### src/csr_pkg.sv
`default_nettype none

package csr_pkg;

    localparam int xlen = 32;
    localparam int int_code_width = 8;

    typedef logic [11:0] csr_addr_t;
    typedef logic [xlen-1:0] word_t;

    // machine csr addresses
    localparam csr_addr_t CSR_MSTATUS   = 12'h300;
    localparam csr_addr_t CSR_MISA      = 12'h301;
    localparam csr_addr_t CSR_MIE       = 12'h304;
    localparam csr_addr_t CSR_MTVEC     = 12'h305;
    localparam csr_addr_t CSR_MSCRATCH  = 12'h340;
    localparam csr_addr_t CSR_MEPC      = 12'h341;
    localparam csr_addr_t CSR_MCAUSE    = 12'h342;
    localparam csr_addr_t CSR_MTVAL     = 12'h343;
    localparam csr_addr_t CSR_MIP       = 12'h344;
    localparam csr_addr_t CSR_MVENDORID = 12'hF11;
    localparam csr_addr_t CSR_MARCHID   = 12'hF12;
    localparam csr_addr_t CSR_MIMPID    = 12'hF13;
    localparam csr_addr_t CSR_MHARTID   = 12'hF14;

    // mxl = 1 (32 bit), extension I
    localparam word_t MISA_RESET = 32'h4000_0100;

    localparam int MSTATUS_MIE_BIT  = 3;
    localparam int MSTATUS_MPIE_BIT = 7;

    // interrupt numbers, also the mip/mie bit positions
    localparam int IRQ_MEI = 11;
    localparam int IRQ_MSI = 3;
    localparam int IRQ_MTI = 7;

    typedef enum logic [1:0] {
        IRQ_NONE   = 2'd0,
        IRQ_PERIPH = 2'd1,
        IRQ_SOFT   = 2'd2,
        IRQ_TIMER  = 2'd3
    } irq_sel_e;

    // mtvec base, plus 4*cause for interrupts in vectored mode
    function automatic word_t trap_target(
        input word_t mtvec,
        input logic  is_int,
        input word_t cause
    );
        word_t base;
        base = {mtvec[xlen-1:2], 2'b00};
        if (mtvec[0] && is_int) begin
            return base + (cause << 2);
        end
        return base;
    endfunction

endpackage

`default_nettype wire

### src/csr_irq_if.sv
`timescale 1ns/1ps
`default_nettype none

interface csr_irq_if;
    import csr_pkg::*;

    logic [2:0] mip_bits;    // {mei, mti, msi}
    logic       int_pending;
    irq_sel_e   int_sel;

    word_t      mie;
    logic       global_en;   // mstatus.MIE
    logic       in_service;

    modport arbiter (
        output mip_bits,
        output int_pending,
        output int_sel,
        input  mie,
        input  global_en,
        input  in_service
    );

    modport csr (
        input  mip_bits,
        input  int_pending,
        input  int_sel,
        output mie,
        output global_en,
        output in_service
    );

endinterface

`default_nettype wire

### src/machine_timer.sv
`timescale 1ns/1ps
`default_nettype none

module machine_timer #(
    parameter int unsigned TIMER_DIV = 4
) (
    input  wire logic          clk,
    input  wire logic          rst,
    input  wire csr_pkg::word_t cmp_low,
    input  wire csr_pkg::word_t cmp_high,
    input  wire logic          set_cmp_low,
    input  wire logic          set_cmp_high,
    output csr_pkg::word_t     mtime_low,
    output csr_pkg::word_t     mtime_high,
    output logic               mtip
);
    import csr_pkg::*;

    localparam int PRE_W = $clog2(TIMER_DIV + 1);
    localparam logic [PRE_W-1:0] PRE_LAST = PRE_W'(TIMER_DIV - 1);

    logic [PRE_W-1:0]  prescale;
    logic              tick;
    logic [2*xlen-1:0] mtime;
    logic [2*xlen-1:0] mtimecmp;

    assign tick = (prescale == PRE_LAST);   // one pulse per TIMER_DIV clocks

    always_ff @(posedge clk or negedge rst) begin
        if (!rst) begin
            prescale <= '0;
            mtime    <= '0;
        end else begin
            if (tick) begin
                prescale <= '0;
                mtime    <= mtime + 1'b1;
            end else begin
                prescale <= prescale + 1'b1;
            end
        end
    end

    // low half has priority when both strobes arrive together
    always_ff @(posedge clk or negedge rst) begin
        if (!rst) begin
            mtimecmp <= '1;   // all ones keeps mtip low
        end else if (set_cmp_low) begin
            mtimecmp[xlen-1:0] <= cmp_low;
        end else if (set_cmp_high) begin
            mtimecmp[2*xlen-1:xlen] <= cmp_high;
        end
    end

    assign mtip       = (mtime >= mtimecmp);
    assign mtime_low  = mtime[xlen-1:0];
    assign mtime_high = mtime[2*xlen-1:xlen];

    // prescaler wraps before it passes the divider
    a_prescale_range: assert property (
        @(posedge clk) disable iff (!rst)
        prescale <= PRE_LAST
    ) else $error("prescaler out of range: %0d", prescale);

endmodule

`default_nettype wire

### src/irq_arbiter.sv
`timescale 1ns/1ps
`default_nettype none

module irq_arbiter (
    input  wire logic [csr_pkg::int_code_width-1:0] peripheral_int_code,
    input  wire logic [csr_pkg::int_code_width-1:0] soft_int_code,
    input  wire logic                               clk,
    input  wire logic                               rst,
    input  wire logic                               mtip,
    output logic [csr_pkg::int_code_width-1:0]      cur_int_code,
    csr_irq_if.arbiter                              irq
);
    import csr_pkg::*;

    logic periph_pend;
    logic soft_pend;
    logic periph_act;
    logic soft_act;
    logic timer_act;

    assign periph_pend = |peripheral_int_code;
    assign soft_pend   = |soft_int_code;

    assign irq.mip_bits = {periph_pend, mtip, soft_pend};

    // pending and enabled in mie
    assign periph_act = irq.mip_bits[2] & irq.mie[IRQ_MEI];
    assign soft_act   = irq.mip_bits[0] & irq.mie[IRQ_MSI];
    assign timer_act  = irq.mip_bits[1] & irq.mie[IRQ_MTI];

    // fixed priority: peripheral, software, timer
    always_comb begin
        if (periph_act) begin
            irq.int_sel = IRQ_PERIPH;
        end else if (soft_act) begin
            irq.int_sel = IRQ_SOFT;
        end else if (timer_act) begin
            irq.int_sel = IRQ_TIMER;
        end else begin
            irq.int_sel = IRQ_NONE;
        end
    end

    assign irq.int_pending = (irq.int_sel != IRQ_NONE) & irq.global_en & ~irq.in_service;

    // remember the latest nonzero source code
    always_ff @(posedge clk or negedge rst) begin
        if (!rst) begin
            cur_int_code <= '0;
        end else if (periph_pend) begin
            cur_int_code <= peripheral_int_code;
        end else if (soft_pend) begin
            cur_int_code <= soft_int_code;
        end
    end

    // a request names a source that is really pending and enabled
    a_pending_has_source: assert property (
        @(posedge clk) disable iff (!rst)
        irq.int_pending |->
            (irq.int_sel == IRQ_PERIPH && peripheral_int_code != '0 && irq.mie[IRQ_MEI])
            || (irq.int_sel == IRQ_SOFT && soft_int_code != '0 && irq.mie[IRQ_MSI])
            || (irq.int_sel == IRQ_TIMER && mtip && irq.mie[IRQ_MTI])
    ) else $error("int_pending without a pending enabled source");

endmodule

`default_nettype wire

### src/csr_file.sv
`timescale 1ns/1ps
`default_nettype none

module csr_file (
    input  wire logic              clk,
    input  wire logic              rst,
    input  wire csr_pkg::word_t    exp_pc,
    input  wire csr_pkg::word_t    exp_pc_next,
    input  wire csr_pkg::word_t    exp_val,
    input  wire csr_pkg::word_t    exception_code,
    input  wire logic              exception_en,
    input  wire logic              mret_en,
    input  wire logic              int_jmp_ready,
    input  wire csr_pkg::csr_addr_t csr_read_addr,
    input  wire csr_pkg::csr_addr_t csrw_addr,
    input  wire csr_pkg::word_t    w_data,
    input  wire logic              write_en,
    output logic                   jmp_en,
    output csr_pkg::word_t         jmp_pc,
    output csr_pkg::word_t         csr_out,
    csr_irq_if.csr                 irq
);
    import csr_pkg::*;

    word_t mstatus;
    word_t mie;
    word_t mtvec;
    word_t mscratch;
    word_t mepc;
    word_t mcause;
    word_t mtval;
    word_t mip;
    logic  in_service;   // set on interrupt entry, cleared by mret

    logic  int_take;
    word_t int_cause;    // cause number of the selected source

    assign irq.mie        = mie;
    assign irq.global_en  = mstatus[MSTATUS_MIE_BIT];
    assign irq.in_service = in_service;

    assign int_take = int_jmp_ready & irq.int_pending;

    // mip is a view of the live sources
    always_comb begin
        mip          = '0;
        mip[IRQ_MSI] = irq.mip_bits[0];
        mip[IRQ_MTI] = irq.mip_bits[1];
        mip[IRQ_MEI] = irq.mip_bits[2];
    end

    always_comb begin
        case (irq.int_sel)
            IRQ_PERIPH: int_cause = word_t'(IRQ_MEI);
            IRQ_SOFT:   int_cause = word_t'(IRQ_MSI);
            IRQ_TIMER:  int_cause = word_t'(IRQ_MTI);
            default:    int_cause = '0;
        endcase
    end

    always_comb begin
        case (csr_read_addr)
            CSR_MSTATUS:  csr_out = mstatus;
            CSR_MISA:     csr_out = MISA_RESET;
            CSR_MIE:      csr_out = mie;
            CSR_MTVEC:    csr_out = mtvec;
            CSR_MSCRATCH: csr_out = mscratch;
            CSR_MEPC:     csr_out = mepc;
            CSR_MCAUSE:   csr_out = mcause;
            CSR_MTVAL:    csr_out = mtval;
            CSR_MIP:      csr_out = mip;
            CSR_MVENDORID,
            CSR_MARCHID,
            CSR_MIMPID,
            CSR_MHARTID:  csr_out = '0;   // id registers read zero
            default:      csr_out = '0;
        endcase
    end

    // mret, then exception, then interrupt ack, then csr write
    always_ff @(posedge clk or negedge rst) begin
        if (!rst) begin
            mstatus    <= '0;
            mie        <= '0;
            mtvec      <= '0;
            mscratch   <= '0;
            mepc       <= '0;
            mcause     <= '0;
            mtval      <= '0;
            in_service <= 1'b0;
            jmp_en     <= 1'b0;
        end else begin
            jmp_en <= 1'b0;
            if (mret_en) begin
                jmp_en                     <= 1'b1;
                mstatus[MSTATUS_MIE_BIT]  <= mstatus[MSTATUS_MPIE_BIT];
                mstatus[MSTATUS_MPIE_BIT] <= 1'b1;
                in_service                 <= 1'b0;
            end else if (exception_en) begin
                jmp_en                     <= 1'b1;
                mcause                     <= exception_code;
                mepc                       <= exp_pc;
                mtval                      <= exp_val;
                mstatus[MSTATUS_MPIE_BIT] <= mstatus[MSTATUS_MIE_BIT];
                mstatus[MSTATUS_MIE_BIT]  <= 1'b0;
            end else if (int_take) begin
                jmp_en                     <= 1'b1;
                mcause                     <= {1'b1, int_cause[xlen-2:0]};
                mepc                       <= exp_pc_next;   // resume after current
                mstatus[MSTATUS_MPIE_BIT] <= mstatus[MSTATUS_MIE_BIT];
                mstatus[MSTATUS_MIE_BIT]  <= 1'b0;
                in_service                 <= 1'b1;
            end else if (write_en) begin
                case (csrw_addr)
                    CSR_MSTATUS:  mstatus  <= w_data;
                    CSR_MIE:      mie      <= w_data;
                    CSR_MTVEC:    mtvec    <= w_data;
                    CSR_MSCRATCH: mscratch <= w_data;
                    CSR_MEPC:     mepc     <= w_data;
                    CSR_MCAUSE:   mcause   <= w_data;
                    CSR_MTVAL:    mtval    <= w_data;
                    default: ;   // misa, mip, ids are read only
                endcase
            end
        end
    end

    // jump target, valid only while jmp_en is high
    always_ff @(posedge clk) begin
        if (mret_en) begin
            jmp_pc <= mepc;
        end else if (exception_en) begin
            jmp_pc <= trap_target(mtvec, 1'b0, '0);   // exceptions never vector
        end else if (int_take) begin
            jmp_pc <= trap_target(mtvec, 1'b1, int_cause);
        end
    end

    a_jmp_single_pulse: assert property (
        @(posedge clk) disable iff (!rst)
        jmp_en |=> !jmp_en
    ) else $error("jmp_en high for two cycles");

endmodule

`default_nettype wire

### src/csr_subsystem.sv
`timescale 1ns/1ps
`default_nettype none

module csr_subsystem #(
    parameter int unsigned TIMER_DIV = 4
) (
    input  wire logic                               clk,
    input  wire logic                               rst,

    // trap interface from the pipeline
    input  wire csr_pkg::word_t                     exp_pc,
    input  wire csr_pkg::word_t                     exp_pc_next,
    input  wire csr_pkg::word_t                     exp_val,
    input  wire csr_pkg::word_t                     exception_code,
    input  wire logic                               exception_en,
    input  wire logic                               int_jmp_ready,
    input  wire logic                               mret_en,
    output logic                                    int_en,
    output logic                                    jmp_en,
    output csr_pkg::word_t                          jmp_pc,

    // interrupt sources
    input  wire logic [csr_pkg::int_code_width-1:0] peripheral_int_code,
    input  wire logic [csr_pkg::int_code_width-1:0] soft_int_code,
    output logic [csr_pkg::int_code_width-1:0]      cur_int_code,

    // machine timer
    input  wire csr_pkg::word_t                     mtimecmp_low,
    input  wire csr_pkg::word_t                     mtimecmp_high,
    input  wire logic                               set_mtimecmp_low,
    input  wire logic                               set_mtimecmp_high,
    output csr_pkg::word_t                          mtime_low,
    output csr_pkg::word_t                          mtime_high,

    // csr access
    input  wire csr_pkg::csr_addr_t                 csr_read_addr,
    input  wire csr_pkg::csr_addr_t                 csrw_addr,
    input  wire csr_pkg::word_t                     w_data,
    input  wire logic                               write_en,
    output csr_pkg::word_t                          csr_out
);

    logic mtip;

    csr_irq_if irq_bus ();

    machine_timer #(
        .TIMER_DIV    (TIMER_DIV)
    ) u_timer (
        .clk          (clk),
        .rst          (rst),
        .cmp_low      (mtimecmp_low),
        .cmp_high     (mtimecmp_high),
        .set_cmp_low  (set_mtimecmp_low),
        .set_cmp_high (set_mtimecmp_high),
        .mtime_low    (mtime_low),
        .mtime_high   (mtime_high),
        .mtip         (mtip)
    );

    irq_arbiter u_arbiter (
        .peripheral_int_code (peripheral_int_code),
        .soft_int_code       (soft_int_code),
        .clk                 (clk),
        .rst                 (rst),
        .mtip                (mtip),
        .cur_int_code        (cur_int_code),
        .irq                 (irq_bus.arbiter)
    );

    csr_file u_csr (
        .clk            (clk),
        .rst            (rst),
        .exp_pc         (exp_pc),
        .exp_pc_next    (exp_pc_next),
        .exp_val        (exp_val),
        .exception_code (exception_code),
        .exception_en   (exception_en),
        .mret_en        (mret_en),
        .int_jmp_ready  (int_jmp_ready),
        .csr_read_addr  (csr_read_addr),
        .csrw_addr      (csrw_addr),
        .w_data         (w_data),
        .write_en       (write_en),
        .jmp_en         (jmp_en),
        .jmp_pc         (jmp_pc),
        .csr_out        (csr_out),
        .irq            (irq_bus.csr)
    );

    assign int_en = irq_bus.int_pending;   // held until acknowledged

endmodule

`default_nettype wire

### config.mk
export PLATFORM = sky130hd
export DESIGN_NAME = csr_subsystem
export DESIGN_NICKNAME = d
export VERILOG_FILES = /design/src/csr_pkg.sv /design/src/csr_irq_if.sv /design/src/machine_timer.sv /design/src/irq_arbiter.sv /design/src/csr_file.sv /design/src/csr_subsystem.sv
export SDC_FILE = /design/constraint.sdc
export NUM_CORES = 1
export LEC_CHECK = 0
export ABC_AREA = 1
export BUFFER_PORTS_ARGS = -buffer_cell sky130_fd_sc_hd__buf_4
export CORE_ASPECT_RATIO = 0.6
export CORE_MARGIN = 2
export CORE_UTILIZATION = 25
export DETAILED_ROUTE_END_ITERATION = 7
export SYNTH_ARGS = -nofsm -noshare
export SYNTH_HDL_FRONTEND = slang
export SYNTH_SLANG_ARGS = --single-unit
### constraint.sdc
create_clock -name clk -period 3.7 [get_ports clk]
set_clock_uncertainty 0.05 [all_clocks]
set_input_delay 0.37 -clock clk [delete_from_list [all_inputs] [get_ports clk]]
set_output_delay 0.37 -clock clk [all_outputs]
set_load 0.05 [all_outputs]
==> flow_results.org <==
** Clock network
- Clock tree synthesis inserted a total of 43 buffers.
- The clock passes through at most 3 buffers.
- In this run the clock root is driven by a clkbuf_16.
- CTS tree :: yes
- Clock-pin slew was measured on the worst setup and hold paths at 0.07 ns.
- Counting every sink on the clock net gives 397.
- The later pin in the worst-skew pair is clocked with a latency of 0.58 ns.
- Level count of the clock H-tree :: 2

** Timing
- Count of endpoints failing setup in the final report :: 22
- Timing would allow up to 243.8 MHz.
- Fin crit period :: 4.101 ns
- In this run the tightest slew margin relative to its limit is 41.62%.
- Least setup slack across all paths after layout :: -0.4011 ns
- Period utilisation layout :: 110.8%
- Max-slew violation total from the final report :: 0
- Setup repair after global routing missed its margin :: true
- The number of hold violations in the final report is 0.
- For the pin with the worst max-slew slack, the measured transition is 0.8757 ns.

** Drt
- The pre-antenna-repair detailed-routing pass consisted of 6 iterations.
- First DRT Iteration DRCs :: 2,208
- Avg WL per Cell :: 19.36 um
- The final route contains 21,130 vias.
- Using the TritonRoute via totals, the vias-per-cell ratio works out to 4.742.
- The count of nets left with antenna violations once routing finished came out at 0.
- The routed design has 86,270 um of wire.
- For this run, design rule violations remaining after detail routing come to 0.

** Setup path
- Worst setup path class :: reg2reg
- In this run the critical register-to-register path is launched from u_timer.mtimecmp[60].
- The slowest stage of the critical path belongs to the cell dfstp_2.
- The number of buffers and inverters on the critical path is 5.
- Longest individual stage delay on the worst path :: 0.53 ns
- Worst reg-to-reg setup slack :: -0.40 ns
- The endpoint identified for the worst register-to-register timing path is u_csr.jmp_pc[28].
- Kind of cell adding the most delay to the critical path :: simple AND/OR/NAND/NOR gates
- The worst register-to-register path has a depth of 26.
- Endpoint kind of the worst setup timing path :: register
- Category of the worst setup path launch point :: register
- Data arrival at the endpoint of the critical path :: 4.35 ns
- For the worst setup path, the data required time is 3.95 ns.
- Largest fanout on the critical path :: 3

** Floorplan
- Die Span X :: 382.5 um
- Pin placement for this block handled 410 I/O pins.
- The die covers 88,400 um^2.
- Effective utilization at floorplan :: 25.17%
- In this run the core area contains 83 standard-cell rows.
- Chip height :: 231.1 um
- The total area inside the core boundary comes to 85,360 um^2.

** Pwr
- Leakage component of the power :: 0.01422 uW
- Net switching is 27.75% of the power.
- Worst supply voltage drop on vdd :: 316.3 uV
- Of the total power, the clock network draws 40.6%.
- Gate power share :: 14.0%
- For this design the total switching power over the nets is 3002 uW.
- Total chip power :: 10,820 uW
- Register share of total power :: 45.5%
- For this design the ratio of total power to cell area is 360.2 nW/um^2.
- Cell internal pwr :: 7815 uW

** Final layout
- The top cell types in the final layout, fill and taps aside, are nand2_1, buf_4, inv_1.
- Fillcell total :: 8,898
- Net count reported at finish :: 3,614
- In the final layout, the share of cells above drive strength 1 is 29.05%.
- Final Instance Count excl. Fillers :: 4,455
- Leaving out fill and tap cells, the most frequent cell in the layout is nand2_1.
- After routing the design area is 30,030 um^2.
- For this run, the share of the core covered by cells in the final layout is 35.18%.
- From synthesis to final layout, the design area changed by 39.75%.

** Synth
- Yosys mapped the design onto 54 distinct sky130hd cell types.
- For this run, the number of Yosys warnings is 0.
- Share of Yosys cell area claimed by the top area cell type :: 35.05%
- Number of synthesized flops with an enable pin :: 32
- Fraction of synthesis flops using an asynchronous set or reset pin :: 91.94%
- Counting flops and latches in the post-synthesis netlist gives 397.
- Sequential element share of the synthesized area :: 47.35%
- For this run, the leading register cell type out of synthesis is dfrtp_1.
- Top area cells in the synthesized netlist :: dfrtp_1, nand2_1, dfstp_2
- In the synthesized netlist, the number of instances is 2,627.
- Averaged over all synthesized cells, the footprint is 8.180 um^2.
- The cell area that synthesis handed to floorplanning was 21,490 um^2.
- Of all cell types, the one taking the most synthesized area is dfrtp_1.
- Syn Nets :: 2,970

** Global route
- Global-route congestion overflow total :: 0
- The first global-routing pass estimated 128,200 um of wire.
- Entering global routing, the biggest net connects 100 pins.
- The initial antenna violation count is 6.
- Global routing consumed, over all layers together, 19.05% of the routing resources.
- The number of global-route vias before repair is 19,970.

** Placement
- Half-perimeter wire length after placement :: 66,310 um
- In this run the tool buffered the top-level ports with 409 buffer cells.
- Area after detailed placement :: 27,380 um^2
- Post-placement cell count :: 4,277
- Final GP Congestion :: 0.9612

** Min path
- Min-Delay Path Depth :: 5
- The path with the worst hold slack has its endpoint at u_csr.mtval[3].
- In this run the worst hold path is classified as in2reg.
- Hold path start :: exp_val[3]

** Status
- The checks that failed: setup timing.
- Status :: finished with violations

** Flow run
- Maximum capacitance violations :: 0
==> power groups by stage <==
stage          Clock [uW]  Sequential (uW)  Combinational, uW
2_1_floorplan           0             5080                551
3_3_place_gp            0             4990               1400
3_5_place_dp            0             4990               1420
4_1_cts              4480             4920               1510
5_1_grt              4680             4950               1670
6_report             4390             4920               1510
==> logic make-up (layout without fill, tap and decap cells) <==
group	after synthesis	after routing	synth area share, %
AO/OA/AOI/OAI	493	493	13.86
XOR/XNOR	76	76	3.098
adder cells (fa/ha/maj)	71	71	4.169
buffers and inverters	411	1089	7.825
flip-flops	397	397	47.35
other	0	3	0
AND/OR/NAND/NOR	1179	1179	23.70
==> routing by layer <==
layer / up-vias / track usage (%) / share of wire, %
met5: - / 0 / 0.041
met4: 6 / 4.466 / 2.0
met3: 116 / 5.534 / 9.8
met2: 837 / 24.95 / 39
met1: 10170 / 29.80 / 49
li1: 10000 / - / -
==> area by class of cell <==
class                   instances  area (um^2)  area share [%]
clock buffers                  58         1162           3.870
diodes                          3        7.507         0.02500
inverters                     292         1102           3.671
repair buffers                718         5853           19.49
flip-flops and latches        397        10230           34.08
well taps                    1147         1435           4.779
clock inverters                21        231.5          0.7708
multi-input cells            1819        10010           33.32
==> through the flow <==
stage                     worst slack [ns]  hold slack (ns)  setup TNS [ns]
final                              -0.4011          0.04401          -5.214
after global routing               -0.6419          0.03781          -11.54
after CTS                          -0.3477         0.006322          -4.336
after detailed placement           -0.7793           0.3738          -24.77
after global placement             -0.6716           0.3735          -16.00
after floorplan                   -0.03798          0.02441        -0.07311
==> worst max-delay path by stage <==
stage,cells past startpoint,from,to,slack [ns]
after detailed placement,28,u_timer.mtimecmp[61],u_csr.jmp_pc[29],-0.78
after CTS,25,u_timer.mtimecmp[62],u_csr.jmp_pc[20],-0.35
after global placement,29,u_timer.mtimecmp[61],u_csr.jmp_pc[30],-0.67
final,26,u_timer.mtimecmp[60],u_csr.jmp_pc[28],-0.40
after global routing,27,u_timer.mtimecmp[61],u_csr.jmp_pc[30],-0.64
after floorplan,25,u_timer.mtime[61],u_csr.jmp_pc[26],-0.04
==> synthesized netlist by cell type, types with 27 or more instances <==
master	instances
nand2_1	729
dfrtp_1	301
inv_1	288
o21ai_0	215
nor2_1	156
nand3_1	104
a21oi_1	84
clkbuf_1	71
ha_1	70
dfstp_2	64
xor2_1	64
nand4_1	62
nor3_1	46
o21ai_1	44
o211ai_1	35
o21ai_2	33
a221oi_1	32
edfxtp_1	32
or2_2	30
buf_2	27
==> worst reg2reg max path, cell delays in order, from the launching register on <==
cell,delay [ns]
dfstp_2,0.53
inv_2,0.04
ha_4,0.26
nand2_4,0.05
nor2_4,0.11
nand4_1,0.15
nor2_2,0.20
nand2_1,0.10
nor3b_2,0.25
nand2_4,0.10
nand2_8,0.09
nand2_8,0.07
nand2_4,0.09
ha_4,0.14
inv_2,0.03
fa_2,0.34
nor2_2,0.13
a221oi_2,0.07
nor2_1,0.12
nand2_2,0.14
nor2_4,0.16
buf_4,0.11
buf_4,0.09
buf_4,0.09
nand4_1,0.09
xor2_1,0.14
o21ai_0,0.08
==> sequential cells by signal, indices dropped and copies added, names as in the netlist <==
register,count
u_timer.mtime,64
u_timer.mtimecmp,64
u_csr.irq.mie,32
u_csr.jmp_pc,32
u_csr.mcause,32
u_csr.mepc,32
u_csr.mscratch,32
u_csr.mstatus,32
u_csr.mtval,32
u_csr.mtvec,32
u_arbiter.cur_int_code,8
u_timer.prescale,3
u_csr.irq.in_service,1
u_csr.jmp_en,1
==> timing repair <==
item / 4_1_cts / 5_1_grt
resized for setup: 44 / 41
endpoints found under the hold margin: 138 / 0
buffers inserted: 8 / 4
setup endpoints to repair: 267 / 79
hold buffers: 85 / 0
pin swaps: 18 / 22
(Power assumes the default switching activity.)
